<file path="src/rw_engine_pkg.sv">
// Shared widths, configuration word indices and enum types for the read/write engine
`default_nettype none

package rw_engine_pkg;

    // ------------------------------------------------------------
    // Datapath widths
    // ------------------------------------------------------------
    // Memory byte address
    localparam int addr_w  = 32;
    // Packet payload and memory data
    localparam int data_w  = 32;
    // Packet index, reused as the memory tag
    localparam int index_w = 8;
    // Packet count and internal counters
    localparam int count_w = 16;

    // ------------------------------------------------------------
    // Configuration words
    // ------------------------------------------------------------
    // Number of words loaded from the response stream after reset
    localparam int cfg_words = 4;

    // Word index as carried in the tag of a config response
    localparam logic [index_w-1:0] cfg_base   = index_w'(0);
    localparam logic [index_w-1:0] cfg_stride = index_w'(1);
    localparam logic [index_w-1:0] cfg_count  = index_w'(2);
    localparam logic [index_w-1:0] cfg_opcode = index_w'(3);

    // ------------------------------------------------------------
    // Enumerated types
    // ------------------------------------------------------------
    // Top level sequencing
    typedef enum logic [1:0] {
        st_idle,
        st_configure,
        st_run,
        st_done
    } engine_state_t;

    // Engine operation, taken from the opcode word
    typedef enum logic {
        op_read,
        op_write
    } engine_op_t;

    // Command on the memory request stream
    typedef enum logic {
        cmd_read,
        cmd_write
    } mem_cmd_t;

    // Kind of an incoming memory response
    typedef enum logic {
        resp_config,
        resp_data
    } resp_kind_t;

endpackage : rw_engine_pkg

`default_nettype wire

</file>
<file path="src/config_loader.sv">
// Configuration register bank for base, stride, count and opcode with arrival mask
`timescale 1ns/10ps
`default_nettype none

module config_loader import rw_engine_pkg::*; (
    input  wire logic               ap_clk,
    input  wire logic               areset_read_write_engine,
    input  wire logic               cfg_valid,
    input  wire logic [index_w-1:0] cfg_index,
    input  wire logic [data_w-1:0]  cfg_data,
    output logic [addr_w-1:0]       base_addr,
    output logic [addr_w-1:0]       stride,
    output logic [count_w-1:0]      packet_count,
    output engine_op_t              opcode,
    output logic                    cfg_ready
);

    // One bit per configuration word seen since reset
    logic [cfg_words-1:0] cfg_mask;

    // ------------------------------------------------------------
    // Arrival mask
    // ------------------------------------------------------------
    always_ff @(posedge ap_clk) begin
        if (areset_read_write_engine) begin
            cfg_mask <= '0;
        end else if (cfg_valid) begin
            case (cfg_index)
                cfg_base:   cfg_mask[0] <= 1'b1;
                cfg_stride: cfg_mask[1] <= 1'b1;
                cfg_count:  cfg_mask[2] <= 1'b1;
                cfg_opcode: cfg_mask[3] <= 1'b1;
                default:    cfg_mask    <= cfg_mask;
            endcase
        end
    end

    // ------------------------------------------------------------
    // Word registers
    // ------------------------------------------------------------
    always_ff @(posedge ap_clk) begin
        if (cfg_valid) begin
            case (cfg_index)
                cfg_base:   base_addr    <= cfg_data[addr_w-1:0];
                cfg_stride: stride       <= cfg_data[addr_w-1:0];
                cfg_count:  packet_count <= cfg_data[count_w-1:0];
                // Only bit 0 encodes the operation
                cfg_opcode: opcode       <= engine_op_t'(cfg_data[0]);
                default:    ;
            endcase
        end
    end

    // High in the same cycle the last word lands
    assign cfg_ready = &cfg_mask;

    // Opcode word from memory must be a plain 0 or 1 encoding
    a_opcode_legal : assert property (@(posedge ap_clk) disable iff (areset_read_write_engine)
        (cfg_valid && cfg_index == cfg_opcode) |-> (cfg_data < data_w'(2)));

endmodule : config_loader

`default_nettype wire

</file>
<file path="src/engine_control_fsm.sv">
// Engine sequencing FSM for configure, run and done with packet gating
`timescale 1ns/10ps
`default_nettype none

module engine_control_fsm import rw_engine_pkg::*; (
    input  wire logic ap_clk,
    input  wire logic areset_read_write_engine,
    input  wire logic cfg_ready,
    input  wire logic count_reached,
    input  wire logic reads_idle,
    output logic      accept_en,
    output logic      done_out
);

    engine_state_t state_q;
    engine_state_t state_next;

    // ------------------------------------------------------------
    // State register
    // ------------------------------------------------------------
    always_ff @(posedge ap_clk) begin
        if (areset_read_write_engine) begin
            state_q <= st_idle;
        end else begin
            state_q <= state_next;
        end
    end

    // ------------------------------------------------------------
    // Next state
    // ------------------------------------------------------------
    always_comb begin
        state_next = state_q;
        unique case (state_q)
            // Leave idle on the first cycle out of reset
            st_idle: state_next = st_configure;
            // Wait for all four words
            st_configure: begin
                if (cfg_ready) begin
                    state_next = st_run;
                end
            end
            // Finish once every packet issued and no read left in flight
            st_run: begin
                if (count_reached && reads_idle) begin
                    state_next = st_done;
                end
            end
            // Terminal until reset
            st_done: state_next = st_done;
            default: state_next = st_idle;
        endcase
    end

    // Packet path open only while running below the count
    assign accept_en = (state_q == st_run) && !count_reached;
    assign done_out  = (state_q == st_done);

    // Completion never reported with reads still out at the memory
    a_done_reads_idle : assert property (@(posedge ap_clk) disable iff (areset_read_write_engine)
        done_out |-> reads_idle);

endmodule : engine_control_fsm

`default_nettype wire

</file>
<file path="src/engine_read_write.sv">
// Read/write engine top level connecting router, loader, FSM, counter and generator
`timescale 1ns/10ps
`default_nettype none

module engine_read_write import rw_engine_pkg::*; (
    input  wire logic               ap_clk,
    input  wire logic               areset_read_write_engine,
    input  wire logic               engine_in_valid,
    input  wire logic [index_w-1:0] engine_in_index,
    input  wire logic [data_w-1:0]  engine_in_data,
    input  wire logic               mem_resp_valid,
    input  wire resp_kind_t         mem_resp_kind,
    input  wire logic [index_w-1:0] mem_resp_tag,
    input  wire logic [data_w-1:0]  mem_resp_data,
    output logic                    mem_req_valid,
    output mem_cmd_t                mem_req_cmd,
    output logic [addr_w-1:0]       mem_req_addr,
    output logic [index_w-1:0]      mem_req_tag,
    output logic [data_w-1:0]       mem_req_data,
    output logic                    engine_out_valid,
    output logic [index_w-1:0]      engine_out_index,
    output logic [data_w-1:0]       engine_out_data,
    output logic                    done_out
);

    // ------------------------------------------------------------
    // Internal nets
    // ------------------------------------------------------------
    // Router outputs
    logic               cfg_valid;
    logic [index_w-1:0] cfg_index;
    logic [data_w-1:0]  cfg_data;
    logic               rd_valid;
    logic [index_w-1:0] rd_tag;
    logic [data_w-1:0]  rd_data;

    // Configuration
    logic [addr_w-1:0]  base_addr;
    logic [addr_w-1:0]  stride;
    logic [count_w-1:0] packet_count;
    engine_op_t         opcode;
    logic               cfg_ready;

    // Control and counting
    logic               accept_en;
    logic               read_issue;
    logic               write_issue;
    logic               count_reached;
    logic               reads_idle;

    response_router u_router (
        .ap_clk, .areset_read_write_engine,
        .mem_resp_valid, .mem_resp_kind, .mem_resp_tag, .mem_resp_data,
        .cfg_valid, .cfg_index, .cfg_data, .rd_valid, .rd_tag, .rd_data
    );

    config_loader u_loader (
        .ap_clk, .areset_read_write_engine, .cfg_valid, .cfg_index, .cfg_data,
        .base_addr, .stride, .packet_count, .opcode, .cfg_ready
    );

    engine_control_fsm u_fsm (
        .ap_clk, .areset_read_write_engine, .cfg_ready, .count_reached,
        .reads_idle, .accept_en, .done_out
    );

    // Read data strobe doubles as the return count
    packet_counter u_counter (
        .ap_clk, .areset_read_write_engine, .packet_count, .read_issue,
        .write_issue, .read_return(rd_valid), .count_reached, .reads_idle
    );

    request_generator u_generator (
        .ap_clk, .areset_read_write_engine, .accept_en, .base_addr, .stride, .opcode,
        .engine_in_valid, .engine_in_index, .engine_in_data, .rd_valid, .rd_tag, .rd_data,
        .mem_req_valid, .mem_req_cmd, .mem_req_addr, .mem_req_tag, .mem_req_data,
        .read_issue, .write_issue, .engine_out_valid, .engine_out_index, .engine_out_data
    );

endmodule : engine_read_write

`default_nettype wire

</file>
<file path="src/packet_counter.sv">
// Issued packet counter and outstanding read tracker
`timescale 1ns/10ps
`default_nettype none

module packet_counter import rw_engine_pkg::*; (
    input  wire logic               ap_clk,
    input  wire logic               areset_read_write_engine,
    input  wire logic [count_w-1:0] packet_count,
    input  wire logic               read_issue,
    input  wire logic               write_issue,
    input  wire logic               read_return,
    output logic                    count_reached,
    output logic                    reads_idle
);

    logic [count_w-1:0] issued_cnt;
    logic [count_w-1:0] reads_out_cnt;

    always_ff @(posedge ap_clk) begin
        if (areset_read_write_engine) begin
            issued_cnt    <= '0;
            reads_out_cnt <= '0;
        end else begin
            // Every accepted packet counts, read or write
            if (read_issue || write_issue) begin
                issued_cnt <= issued_cnt + count_w'(1);
            end
            // Issue and return in one cycle cancel out
            case ({read_issue, read_return})
                2'b10:   reads_out_cnt <= reads_out_cnt + count_w'(1);
                2'b01:   reads_out_cnt <= reads_out_cnt - count_w'(1);
                default: reads_out_cnt <= reads_out_cnt;
            endcase
        end
    end

    // A zero count is reached right away
    assign count_reached = (issued_cnt >= packet_count);
    assign reads_idle    = (reads_out_cnt == '0);

    // Memory only returns data for reads this engine issued
    a_no_orphan_return : assert property (@(posedge ap_clk) disable iff (areset_read_write_engine)
        read_return |-> (reads_out_cnt != '0));

endmodule : packet_counter

`default_nettype wire

</file>
<file path="src/request_generator.sv">
// Memory request builder for engine packets and engine output for read data
`timescale 1ns/10ps
`default_nettype none

module request_generator import rw_engine_pkg::*; (
    input  wire logic               ap_clk,
    input  wire logic               areset_read_write_engine,
    input  wire logic               accept_en,
    input  wire logic [addr_w-1:0]  base_addr,
    input  wire logic [addr_w-1:0]  stride,
    input  wire engine_op_t         opcode,
    input  wire logic               engine_in_valid,
    input  wire logic [index_w-1:0] engine_in_index,
    input  wire logic [data_w-1:0]  engine_in_data,
    input  wire logic               rd_valid,
    input  wire logic [index_w-1:0] rd_tag,
    input  wire logic [data_w-1:0]  rd_data,
    output logic                    mem_req_valid,
    output mem_cmd_t                mem_req_cmd,
    output logic [addr_w-1:0]       mem_req_addr,
    output logic [index_w-1:0]      mem_req_tag,
    output logic [data_w-1:0]       mem_req_data,
    output logic                    read_issue,
    output logic                    write_issue,
    output logic                    engine_out_valid,
    output logic [index_w-1:0]      engine_out_index,
    output logic [data_w-1:0]       engine_out_data
);

    logic               in_valid_q;
    logic [index_w-1:0] in_index_q;
    logic [data_w-1:0]  in_data_q;
    logic               accept;

    // ------------------------------------------------------------
    // Input stage
    // ------------------------------------------------------------
    always_ff @(posedge ap_clk) begin
        if (areset_read_write_engine) begin
            in_valid_q <= 1'b0;
        end else begin
            in_valid_q <= engine_in_valid;
        end
    end

    always_ff @(posedge ap_clk) begin
        in_index_q <= engine_in_index;
        in_data_q  <= engine_in_data;
    end

    // Drop decision on the registered packet
    assign accept = in_valid_q && accept_en;

    // Strobes fire at acceptance so the count closes before the next packet
    assign read_issue  = accept && (opcode == op_read);
    assign write_issue = accept && (opcode == op_write);

    // ------------------------------------------------------------
    // Request and return stage
    // ------------------------------------------------------------
    always_ff @(posedge ap_clk) begin
        if (areset_read_write_engine) begin
            mem_req_valid    <= 1'b0;
            engine_out_valid <= 1'b0;
        end else begin
            mem_req_valid    <= accept;
            engine_out_valid <= rd_valid;
        end
    end

    always_ff @(posedge ap_clk) begin
        mem_req_cmd      <= (opcode == op_write) ? cmd_write : cmd_read;
        // base + index * stride
        mem_req_addr     <= base_addr + addr_w'(in_index_q) * stride;
        mem_req_tag      <= in_index_q;
        mem_req_data     <= in_data_q;
        // Tag carries the packet index back
        engine_out_index <= rd_tag;
        engine_out_data  <= rd_data;
    end

endmodule : request_generator

`default_nettype wire

</file>
<file path="src/response_router.sv">
// Memory response register that splits responses into config and read-data streams
`timescale 1ns/10ps
`default_nettype none

module response_router import rw_engine_pkg::*; (
    input  wire logic               ap_clk,
    input  wire logic               areset_read_write_engine,
    input  wire logic               mem_resp_valid,
    input  wire resp_kind_t         mem_resp_kind,
    input  wire logic [index_w-1:0] mem_resp_tag,
    input  wire logic [data_w-1:0]  mem_resp_data,
    output logic                    cfg_valid,
    output logic [index_w-1:0]      cfg_index,
    output logic [data_w-1:0]       cfg_data,
    output logic                    rd_valid,
    output logic [index_w-1:0]      rd_tag,
    output logic [data_w-1:0]       rd_data
);

    // Payload stage shared by both paths
    logic [index_w-1:0] resp_tag_q;
    logic [data_w-1:0]  resp_data_q;

    // One strobe per destination
    always_ff @(posedge ap_clk) begin
        if (areset_read_write_engine) begin
            cfg_valid <= 1'b0;
            rd_valid  <= 1'b0;
        end else begin
            cfg_valid <= mem_resp_valid && (mem_resp_kind == resp_config);
            rd_valid  <= mem_resp_valid && (mem_resp_kind == resp_data);
        end
    end

    always_ff @(posedge ap_clk) begin
        resp_tag_q  <= mem_resp_tag;
        resp_data_q <= mem_resp_data;
    end

    // Config tag is the word index and data tag the packet index
    assign cfg_index = resp_tag_q;
    assign cfg_data  = resp_data_q;
    assign rd_tag    = resp_tag_q;
    assign rd_data   = resp_data_q;

endmodule : response_router

`default_nettype wire

</file>
<file path="config.mk">
export PLATFORM = sky130hd
export DESIGN_NAME = engine_read_write
export DESIGN_NICKNAME = d
export VERILOG_FILES = /design/src/rw_engine_pkg.sv /design/src/config_loader.sv /design/src/engine_control_fsm.sv /design/src/engine_read_write.sv /design/src/packet_counter.sv /design/src/request_generator.sv /design/src/response_router.sv
export SDC_FILE = /design/constraint.sdc
export NUM_CORES = 1
export LEC_CHECK = 0
export BUFFER_PORTS_ARGS = -buffer_cell sky130_fd_sc_hd__clkbuf_2
export CAP_MARGIN = 20
export CORE_MARGIN = 2
export CORE_UTILIZATION = 50
export DETAILED_ROUTE_END_ITERATION = 6
export GPL_TIMING_DRIVEN = 0
export PLACE_DENSITY = 0.68
export SLEW_MARGIN = 30
export SYNTH_ARGS = -nofsm -noshare
export SYNTH_HDL_FRONTEND = slang
export SYNTH_SLANG_ARGS = --single-unit
</file>
<file path="constraint.sdc">
create_clock -name ap_clk -period 12.4 [get_ports ap_clk]
set_clock_uncertainty 0.1 [all_clocks]
set_input_delay 1.86 -clock ap_clk [delete_from_list [all_inputs] [get_ports ap_clk]]
set_output_delay 1.86 -clock ap_clk [all_outputs]
set_load 0.02 [all_outputs]
</file>
[Word level (Yosys, flattened, before mapping)]
Cells that the tools add are included.
Word-level totals
  bits in registers: 317
  output and inout bits: 116
  word-level logic and storage cells: 68
Operators by class
  reductions and logical operators: 19
  multiply operators: 1
  equality and inequality tests: 10
  bitwise operators: 2
  multiplexer cells: 5
  $add $sub $neg: 4
  $lt $le $gt $ge: 1
Operators by type and width (number)
  $add 16x1->16 const B: 2
  $add 32x32->32: 1
  $mul 8x32->32: 1
  $pmux 16 s2: 1
  $eq 8x2->1 const B: 2
  $ge 16x16->1: 1
  $logic_not 16->1: 1
  $sub 16x1->16 const B: 1
  $reduce_and 2->1: 5
  $eq 8x1->1 const B: 1
  $logic_not 8->1: 1
  $pmux 2 s4: 1
  $logic_and 1x1->1: 7
  $eq 2x2->1 const B: 3
  $eq 2x1->1 const B: 2
  $mux 2: 2
  $reduce_and 4->1: 1
  $logic_not 2->1: 1
  $ne 2x1->1 const B: 1
  $ne 2x2->1 const B: 1
  $not 1->1: 2
  $reduce_bool 2->1: 1
  $logic_not 1->1: 1
  $logic_or 1x1->1: 1
  $mux 1: 1

[Logic depth before layout (Yosys ltp)]
Gate-level depths: netlist of run 1.
  word-level depth: 7
  depth in mapped cells: 20

[By module]
Synthesis of run 1 repeated with hierarchy kept, for this count alone.
Unflattened totals
  cells, all modules: 1582
  area, all modules: 17231.5 um^2
By module, submodules not included
  request_generator: cells each 1043, times used 1, area each 10727.8 um^2
  config_loader: cells each 104, times used 1, area each 2638.8 um^2
  packet_counter: cells each 342, times used 1, area each 2617.5 um^2
  response_router: cells each 84, times used 1, area each 1162.4 um^2
  engine_control_fsm: cells each 9, times used 1, area each 85.1 um^2

[Worst setup path before layout of run 1]
OpenSTA, ideal clock, no wires.
  path type: register to register
  start: register u_generator.in_index_q[3]
  end: register u_generator.mem_req_addr[27]
  period minus slack after synthesis: 4.920 ns
  buffers on the path: 2
  setup slack: 7.480 ns
  cell stages (with the launch flop): 19
  arrival time: 4.747 ns
  required time: 12.228 ns
  path through: dfxtp_1 clkbuf_1 clkbuf_1 and2_1 fa_1 fa_1 fa_1 inv_1 fa_1 inv_1 ha_1 a21o_1 a221o_2 a32oi_1 o2111ai_1 a31o_2 a21o_1 a21oi_2 xnor2_1
On the way
  word-level cells in the longest chain between the ends: 2
RTL lines
  from (decl): RTL line request_generator.sv:31  | logic [index_w-1:0] in_index_q;
  from (signal assigned): RTL line request_generator.sv:47  | in_index_q <= engine_in_index;
  $mul 8x32->32: RTL line request_generator.sv:74  | mem_req_addr <= base_addr + addr_w'(in_index_q) * stride;
  $add 32x32->32: RTL line request_generator.sv:74
  to (signal assigned): RTL line request_generator.sv:74
  to (decl): RTL line request_generator.sv:20  | output logic [addr_w-1:0] mem_req_addr,
No other way between the ends.
A chain may end at the register's enable or synchronous reset.

[Final worst setup path of run 1]
Same ends and word-level chain as after synthesis.

==> results.py, run 1 <==
metrics = {
    "critical_path": {
        "crit_path_end_kind": "flip-flop",
        "start_kind": "flip-flop",
        "reg2reg_slack_ps": 6370,
        "critPathKind": "flip-flop to flip-flop",
        "critPathMaxFanout": 10,
        "arrival_ps": 6380,
        "cp_data_required_time_ps": 12760,
    },
    "synth": {
        "synth_cell_types": 61,
        "synth_area_um2": 16600,
        "ys_ff_latch": 317,
        "yosysSeqAreaShare_pct": 43.0,
        "synth_fp_nets": 1827,
        "synth-main-ff-cell": "dfxtp_1",
        "syn-mean-instance-area_um2": 11.2,
        "synthArstFlopShare_pct": 0,
        "yosysWarnings": 0,
        "syn-instance-count": 1482,
        "synth_edf_count": 81,
    },
    "cts": {
        "hold_buffers": 0,
        "clkSinkCount": 317,
        "clock_latency_ps": 530,
        "clk_pin_slew_ps": 60,
        "post_cts_buffers": 0,
        "cts_tree": "built",
        "cts_buffers": 34,
        "cts-root-buf": "clkbuf_16",
        "clock_tree.buffer_depth": 3,
        "cts_resized": 0,
        "ctsHtreeMaxLevel": 2,
    },
    "global_routing": {
        "gr-max-usage-layer": "met2",
        "track_usage_pct": 20.0,
        "grt_pass1_wl_um": 56200,
        "grtUsageMet1_pct": 26.3,
        "grt_max_degree": 18,
        "antenna_found_initial": 0,
        "overflow": 0,
        "use_met2_pct": 32.1,
        "grt_pass1_vias": 11300,
        "use_met3_pct": 5.47,
    },
    "detailed_routing": {
        "routedWlPerCell_um": 15.4,
        "vias_per_cell": 4.84,
        "drt_pre_antenna_iters": 5,
        "vias": 10600,
        "drc": 0,
        "totalWireLength_um": 33800,
        "ant_nets": 0,
        "drtIter0Drc": 428,
    },
    "hold_path": {
        "hp-class": "flip-flop to flip-flop",
    },
    "sta": {
        "finalHoldViolCount": 0,
        "rsz0062_at_grt": "no",
        "setup_viol": 0,
        "fin_tns_setup_ps": 0,
        "fmax_mhz": 166,
        "slew_headroom_pct": 51.4,
        "min_period_over_period_pct": 48.6,
        "drv_slew": 0,
        "worst_slew_pin_slew_ps": 729,
        "period_minus_slack_ps": 6030,
        "hold_slack_ps": 223,
    },
    "place": {
        "numPortBuffers": 199,
        "gp_congestion": 0.865,
        "dp_hpwl_um": 26600,
        "place_inst": 2131,
    },
    "die": {
        "io_pins": 201,
        "fp-row-count": 66,
        "die_h_um": 186,
        "die_w_um": 186,
        "initial_core_util_pct": 51.0,
        "die_area_um2": 34800,
        "core_um2": 32600,
    },
    "final_layout": {
        "layout_commonest_cell": "inv_1",
        "fin_nets": 2070,
        "layout-drive-gt1-share_pct": 16.6,
        "antennaDiodeCount": 0,
        "final_cells": 2193,
        "synthToLayoutAreaGrowth_pct": 16.5,
        "fill_cells": 2696,
        "final_cell_mix": "inv_1 (273), dfxtp_1 (236), clkbuf_2 (200), fa_1 (187), and2_1 (148)",
    },
    "pwr": {
        "swShare_pct": 31.3,
        "power_mw": 3.11,
        "powerDensity_nw_per_um2": 160,
        "p_leak_nw": 9.28,
        "ir_worst_vdd_v": 0.000127,
        "clkPwrFrac_pct": 32.4,
        "p_int_mw": 2.13,
        "combPwrFrac_pct": 29.8,
        "sequentialPowerShare_pct": 37.9,
        "power.switching_uw": 973,
    },
    "run_status": {
        "status": "finished clean",
    },
    "flow_run": {
        "cap_violations": 0,
    },
}
[synth_stat cells, drive strengths merged, types with 4 or more instances]
library cell / n / area [µm²]
and2: 148 / 926
o31ai: 10 / 75.1
o2111ai: 5 / 43.8
o211ai: 4 / 35.0
nand2: 99 / 372
a21o: 23 / 174
o21bai: 6 / 48.8
o21ai: 21 / 113
nor2b: 14 / 87.6
fa: 187 / 3740
xnor2: 36 / 315
a31oi: 6 / 37.5
o21a: 5 / 37.5
and3: 8 / 50.1
nor2: 55 / 206
dfxtp: 236 / 4720
nand3: 13 / 65.1
mux2i: 9 / 90.1
xor2: 16 / 140
nor3: 15 / 75.1
nand2b: 8 / 50.1
inv: 273 / 1020
ha: 73 / 913
nor4: 4 / 25.0
edfxtp: 81 / 2430
or4: 9 / 71.3
a21oi: 41 / 220
clkbuf: 29 / 109
mux2: 7 / 78.8
[per-layer routing]
layer	vias up	share of wire, %
li1	5157	-
met1	5087	44
met2	299	45
met3	66	7.8
met4	0	3.1
met5	-	0
[power by group through the flow]
stage	registers, mW	clock network (mW)	logic (mW)
floorplan	1.27	0	0.622
global placement	1.20	0	0.912
detailed placement	1.20	0	0.930
CTS	1.18	1.03	0.935
global route	1.19	1.08	1.05
finish	1.18	1.01	0.925
[path summary, 6_finish.rpt]
kind                            depth (start not counted)                                   end                               from
worst max-delay path                                   18  u_generator.mem_req_addr[27]$_DFF_P_  u_generator.in_index_q[3]$_DFF_P_
worst min-delay path                                    0   u_generator.mem_req_data[0]$_DFF_P_   u_generator.in_data_q[0]$_DFF_P_
worst max register to register                         18  u_generator.mem_req_addr[27]$_DFF_P_  u_generator.in_index_q[3]$_DFF_P_
worst min register to register                          0   u_generator.mem_req_data[0]$_DFF_P_   u_generator.in_data_q[0]$_DFF_P_
[layout make-up]
type / instances / area [µm²] / share of cell area [%]
buffer: 32 / 128 / 0.658
clock buffer: 49 / 958 / 4.94
clock inverter: 13 / 169 / 0.871
inverter: 273 / 1020 / 5.28
multi-input combinational: 860 / 8350 / 43.1
sequential: 317 / 7160 / 36.9
tap: 442 / 553 / 2.85
timing repair buffer: 207 / 1060 / 5.44
[sequential cells by signal (all words and copies together) (netlist names), 16 cells and up]
register,count
u_loader.base_addr,32
u_loader.stride,32
u_generator.engine_out_data,32
u_counter.reads_out_cnt,16
u_generator.mem_req_addr,32
u_counter.issued_cnt,16
u_router.cfg_data,32
u_generator.mem_req_data,32
u_loader.packet_count,16
u_generator.in_data_q,32
[logic make-up (layout without fill, tap and decap cells)]
group           Yosys count  count (layout)  share of synthesized area, %
buf+inv                 305             574                          6.92
xor+xnor                 52              52                          2.74
compound gates          144             144                          6.06
simple gates            388             388                          12.3
fa+ha+maj               260             260                          28.0
mux                      16              16                          1.02
flops                   317             317                          43.0
[worst max-delay path, stage by stage (launching register included)]
cell	delay (ps)
dfxtp_1	370
clkbuf_1	530
clkbuf_1	550
and2_1	240
fa_1	470
fa_1	500
fa_1	490
inv_1	50
fa_1	470
inv_1	40
ha_1	350
a21o_1	200
a221o_2	380
a32oi_1	250
o2111ai_1	210
a31o_2	300
a21o_1	190
a21oi_2	140
xnor2_1	120
[through the flow]
| step | setup WS [ps] | util (%) | cell area [µm²] |
|---|---|---|---|
| after CTS | 6350 | 59.4 | 19400 |
| after detailed placement | 6380 | 56.0 | 18300 |
| final | 6370 | 59.5 | 19400 |
| after floorplan | 7480 | - | 16600 |
| after global placement | 6340 | 55.8 | 18200 |
| after global routing | 6110 | 59.5 | 19400 |
Note: power is estimated with default switching activity, not from simulation.
==> run 2, diff against run 1 <==
ABC_AREA = 1   (was not set)
PLACE_DENSITY = 0.71   (was 0.68)
clock period = 4.82 ns   (was 12.4 ns; I/O delays follow)
==> results.py, run 2 <==
metrics = {
    "run_status": {
        "status": "finished clean",
    },
    "sta": {
        "slew_headroom_pct": 48.2,
        "min_period_over_period_pct": 95.6,
        "worst_slew_pin_slew_ps": 777,
        "drv_slew": 0,
        "finalHoldViolCount": 0,
        "fmax_mhz": 217,
        "setup_viol": 0,
        "hold_slack_ps": 169,
        "period_minus_slack_ps": 4610,
        "setup_ws_ps": 212,
    },
    "synth": {
        "syn-mean-instance-area_um2": 8.98,
        "synth.area.top_cells": "dfxtp_1 (26%), fa_1 (21%), edfxtp_1 (14%), inv_1 (10%), nand2_1 (9.5%)",
        "synthArstFlopShare_pct": 0,
        "synth_edf_count": 81,
        "syn-instance-count": 1988,
        "ys_ff_latch": 317,
        "synthTopCellsByCount": "inv_1 (496), nand2_1 (451), dfxtp_1 (236), fa_1 (187), nor2_1 (107)",
        "synth_area_um2": 17900,
        "synth_cell_types": 39,
        "synth_fp_nets": 2333,
        "yosysTopAreaCell": "dfxtp_1",
        "yosysMostFrequentCell": "inv_1",
        "yosysSeqAreaShare_pct": 40.1,
        "synth-main-ff-cell": "dfxtp_1",
        "synth_top_cell_area_share_pct": 26.5,
        "yosysWarnings": 0,
    },
    "hold_path": {
        "hp-class": "primary input to flip-flop",
    },
    "cts": {
        "clkSinkCount": 317,
        "cts_buffers": 35,
        "clk_pin_slew_ps": 60,
        "post_cts_buffers": 0,
        "clock_latency_ps": 550,
        "cts_tree": "built",
        "ctsHtreeMaxLevel": 2,
        "clock_tree.buffer_depth": 3,
        "cts-root-buf": "clkbuf_16",
        "hold_buffers": 0,
    },
    "die": {
        "core_um2": 35400,
        "die_w_um": 193,
        "initial_core_util_pct": 50.4,
        "die_area_um2": 37200,
        "die_h_um": 193,
        "fp-row-count": 69,
        "io_pins": 201,
    },
    "final_layout": {
        "antennaDiodeCount": 0,
        "synthToLayoutAreaGrowth_pct": 16.7,
        "fin_area_um2": 20800,
        "fill_cells": 3111,
        "final_core_utilization_pct": 58.9,
        "layout_commonest_cell": "inv_1",
        "final_cell_mix": "inv_1 (496), nand2_1 (451), dfxtp_1 (232), clkbuf_2 (216), fa_1 (187)",
        "final_cells": 2716,
        "layout-drive-gt1-share_pct": 15.2,
        "fin_nets": 2573,
    },
    "place": {
        "numPortBuffers": 199,
        "gp_congestion": 0.915,
        "place_ws_ps": -715,
        "dpl_cell_area_um2": 19500,
        "dp_hpwl_um": 31600,
        "place_inst": 2658,
    },
    "detailed_routing": {
        "ant_nets": 0,
        "routedWlPerCell_um": 14.4,
        "drc": 0,
        "drt_pre_antenna_iters": 5,
        "vias": 13000,
        "vias_per_cell": 4.79,
        "drtIter0Drc": 649,
        "totalWireLength_um": 39200,
    },
    "critical_path": {
        "critPathMaxFanout": 10,
        "critPathKind": "flip-flop to flip-flop",
        "reg2reg_slack_ps": 210,
        "cp_data_required_time_ps": 5170,
        "arrival_ps": 4960,
        "start_kind": "flip-flop",
        "crit_path_end_kind": "flip-flop",
    },
    "pwr": {
        "p_leak_nw": 11.2,
        "powerDensity_nw_per_um2": 409,
        "ir_worst_vdd_v": 0.000471,
    },
    "global_routing": {
        "antenna_found_initial": 0,
        "overflow": 0,
        "grt_max_degree": 17,
        "track_usage_pct": 21.8,
        "grt_pass1_vias": 13100,
        "grt_pass1_wl_um": 63600,
    },
    "flow_run": {
        "cap_violations": 0,
    },
}
## run 2: changes by cell type in the layout (fill, tap and decap cells not counted), sizes merged, moves of 25 or more
cell and delta:
a21oi +32, nor2 +52, inv +226, nand4 +27
nand2 +353, nand3 +49, xnor2 -25, and2 -147
## run 2: kinds of logic (layout without fill, tap and decap cells)
family / after synthesis / in the layout / synth area share (%)
and+or+nand+nor: 679 / 679 / 15.7
buffers and inverters: 559 / 826 / 11.9
DFF: 317 / 317 / 40.1
adders and majority gates: 260 / 260 / 26.1
AOI/OAI and AO/OA: 133 / 133 / 4.28
xor gates and xnor gates: 40 / 40 / 1.96
## run 2: critical path: stages, from the launching register on
cell      delay [ps]
dfxtp_1          320
buf_2            250
clkbuf_2         300
nand2_1           80
inv_1             90
fa_1             450
fa_1             460
fa_1             490
inv_1             50
fa_1             470
inv_1             40
ha_1             370
nand2_1          100
nor2_1           230
nand4_1          110
o21ai_1          270
nand2_1          170
nand4_1          100
nand2_1           50
## run 2: metal layers
layer  share of wire [%]  GRT usage, %
met5                   0             0
met4                 3.3          8.68
met2                  48          36.8
met3                 6.5          3.73
met1                  42          28.0
## run 2: final timing paths
path | endpoint | depth (start not counted) | startpoint
hold reg to reg | u_generator.mem_req_data[11]$_DFF_P_ | 0 | u_generator.in_data_q[11]$_DFF_P_
hold / removal | u_generator.in_index_q[4]$_DFF_P_ | 1 | engine_in_index[4]
setup / recovery | u_generator.mem_req_addr[29]$_DFF_P_ | 18 | u_generator.in_index_q[6]$_DFF_P_
setup reg to reg | u_generator.mem_req_addr[29]$_DFF_P_ | 18 | u_generator.in_index_q[6]$_DFF_P_
## run 2: layout make-up
cell class	count	area (µm²)	share of cell area, %
well taps	461	577	2.77
multi-input cells	1112	8630	41.4
inverters	497	1870	8.95
plain buffers	56	307	1.47
clock inverters	21	253	1.21
flip-flops and latches	317	7160	34.4
repair buffers	209	1070	5.14
clock buffers	43	967	4.64
## run 2: where the power goes
part,switching [mW],internal (mW)
Sequential,0.0777,2.96
Clock,1.11,1.62
Combinational,1.75,0.993
## run 2: through the flow
| step | setup TNS, ps | total power, mW |
|---|---|---|
| floorplan | 0 | 5.02 |
| global placement | -30950 | 5.74 |
| detailed placement | -11330 | 5.78 |
| CTS | 0 | 8.56 |
| global route | -3.37 | 9.08 |
| finish | 0 | 8.52 |
## run 2: repair_timing
item                                    in CTS  in global routing
endpoints found under the setup margin      24                 15
gates resized for setup                     33                 36
endpoints found under the hold margin        0                  0
==> run 3, diff against run 2 <==
CELL_PAD_IN_SITES_DETAIL_PLACEMENT = 2   (was not set)
CELL_PAD_IN_SITES_GLOBAL_PLACEMENT = 2   (was not set)
CORE_UTILIZATION = 33   (was 50)
PLACE_DENSITY = 0.74   (was 0.71)
==> results.py, run 3 (synthesized netlist as in run 2, its figures left out) <==
metrics = {
    "hold_path": {
        "hp-class": "primary input to flip-flop",
        "worstHoldStart": "engine_in_data[26]",
    },
    "cts": {
        "hold_buffers": 0,
        "clkSinkCount": 317,
        "cts_tree": "built",
        "ctsHtreeMaxLevel": 2,
        "cts-root-buf": "clkbuf_16",
        "clk_pin_slew_ps": 60,
        "clock_tree.buffer_depth": 3,
        "cts_buffers": 36,
        "clock_latency_ps": 590,
    },
    "global_routing": {
        "grt_pass1_wl_um": 85400,
        "grt_pass1_vias": 15800,
        "grt_max_degree": 17,
        "antenna_found_initial": 0,
        "track_usage_pct": 19.4,
        "overflow": 0,
    },
    "detailed_routing": {
        "wl_met1_um": 22500,
        "drc": 0,
        "wl_met2_um": 27600,
        "vias_per_cell": 4.56,
        "ant_nets": 0,
        "wl_met3_um": 1720,
        "drt_pre_antenna_iters": 4,
        "vias": 13400,
        "totalWireLength_um": 53100,
        "routedWlPerCell_um": 18.0,
        "routed.top_layer": "met4",
        "drtIter0Drc": 500,
    },
    "sta": {
        "rsz0062_at_grt": "yes",
        "hold_slack_ps": 138,
        "worst_slew_pin_slew_ps": 773,
        "setup_viol": 0,
        "finalHoldViolCount": 0,
        "period_minus_slack_ps": 4610,
        "fmax_mhz": 217,
        "min_period_over_period_pct": 95.7,
        "fin_tns_setup_ps": 0,
        "slew_headroom_pct": 48.4,
        "drv_slew": 0,
    },
    "die": {
        "die_h_um": 237,
        "io_pins": 201,
        "core_um2": 53600,
        "die_area_um2": 56000,
        "initial_core_util_pct": 33.3,
        "die_w_um": 237,
        "fp-row-count": 85,
    },
    "critical_path": {
        "crit_path_end_kind": "flip-flop",
        "arrival_ps": 4970,
        "cp_data_required_time_ps": 5180,
        "critPathLaunch": "u_generator.in_index_q[7]$_DFF_P_",
        "r2r-start": "u_generator.in_index_q[7]$_DFF_P_",
        "start_kind": "flip-flop",
        "critPathMaxFanout": 10,
        "critPathKind": "flip-flop to flip-flop",
    },
    "flow_run": {
        "cap_violations": 0,
    },
    "place": {
        "gp_congestion": 0.829,
        "numPortBuffers": 199,
        "dp_hpwl_um": 43200,
        "dpl_cell_area_um2": 19800,
    },
    "final_layout": {
        "multi_input_area_um2": 8750,
        "fill_cells": 5969,
        "antennaDiodeCount": 0,
        "layout_commonest_cell": "inv_1",
        "fin_nets": 2568,
        "synthToLayoutAreaGrowth_pct": 19.4,
        "regArea_um2": 7170,
        "layout-drive-gt1-share_pct": 16.3,
        "fin_area_um2": 21300,
        "final_cell_mix": "inv_1 (496), nand2_1 (445), dfxtp_1 (230), clkbuf_2 (208), fa_1 (186)",
    },
    "pwr": {
        "powerDensity_nw_per_um2": 415,
        "p_leak_nw": 11.2,
        "ir_worst_vdd_v": 0.000273,
    },
    "run_status": {
        "status": "finished clean",
    },
}
run 3: metal layers:
layer  GRT usage, %  vias to the layer above
met1           23.3                     6744
met3           2.72                       88
met5              0                        -
met2           36.2                      207
li1               -                     6391
met4           5.41                        0
run 3: stage by stage:
stage | power (mW) | instances | util, % | worst slack, ps
finish | 8.85 | 2947 | 39.8 | 206
CTS | 8.86 | 2956 | 39.5 | 16.0
floorplan | 5.02 | 1988 | - | 398
global route | 9.50 | 2947 | 39.8 | -27.1
global placement | 5.89 | 2883 | 36.8 | -970
detailed placement | 6.01 | 2893 | 37.0 | -1160
run 3: path summary, 6_finish.rpt:
kind / endpoint / slack [ps] / cells past startpoint
min: u_generator.in_data_q[26]$_DFF_P_ / 140 / 1
max reg2reg: u_generator.mem_req_addr[24]$_DFF_P_ / 210 / 17
min reg2reg: u_generator.mem_req_data[15]$_DFF_P_ / 220 / 0
max: u_generator.mem_req_addr[24]$_DFF_P_ / 210 / 17
run 3: repair_timing:
action	in CTS	in global routing
pin swaps	0	2
endpoints found under the setup margin	25	16
gates cloned	0	0
resized for setup	54	72
endpoints found under the hold margin	0	0
setup buffers	0	3
run 3: worst max-delay path: stages (launching register included):
cell	delay, ps
dfxtp_2	480
buf_2	350
nand2_1	100
inv_1	90
fa_1	430
fa_1	480
fa_1	500
inv_1	50
fa_1	480
inv_1	50
ha_1	360
nand2_1	120
nor2_1	160
inv_1	100
nor3_2	190
nand3_1	120
nand3_1	150
xor2_1	210
run 3: final cells by class:
| type | instances | share of cell area, % |
|---|---|---|
| multi-input cells | 1112 | 41.1 |
| flip-flops and latches | 317 | 33.6 |
| inverters | 497 | 8.75 |
| repair buffers | 212 | 5.13 |
| clock buffers | 54 | 4.93 |
| well taps | 696 | 4.09 |
| plain buffers | 47 | 1.60 |
| clock inverters | 12 | 0.787 |
run 3: power breakdown:
group | switching (mW) | internal [mW] | total [mW]
registers | 0.0846 | 2.96 | 3.04
logic | 1.98 | 1.07 | 3.05
clock network | 1.16 | 1.60 | 2.76
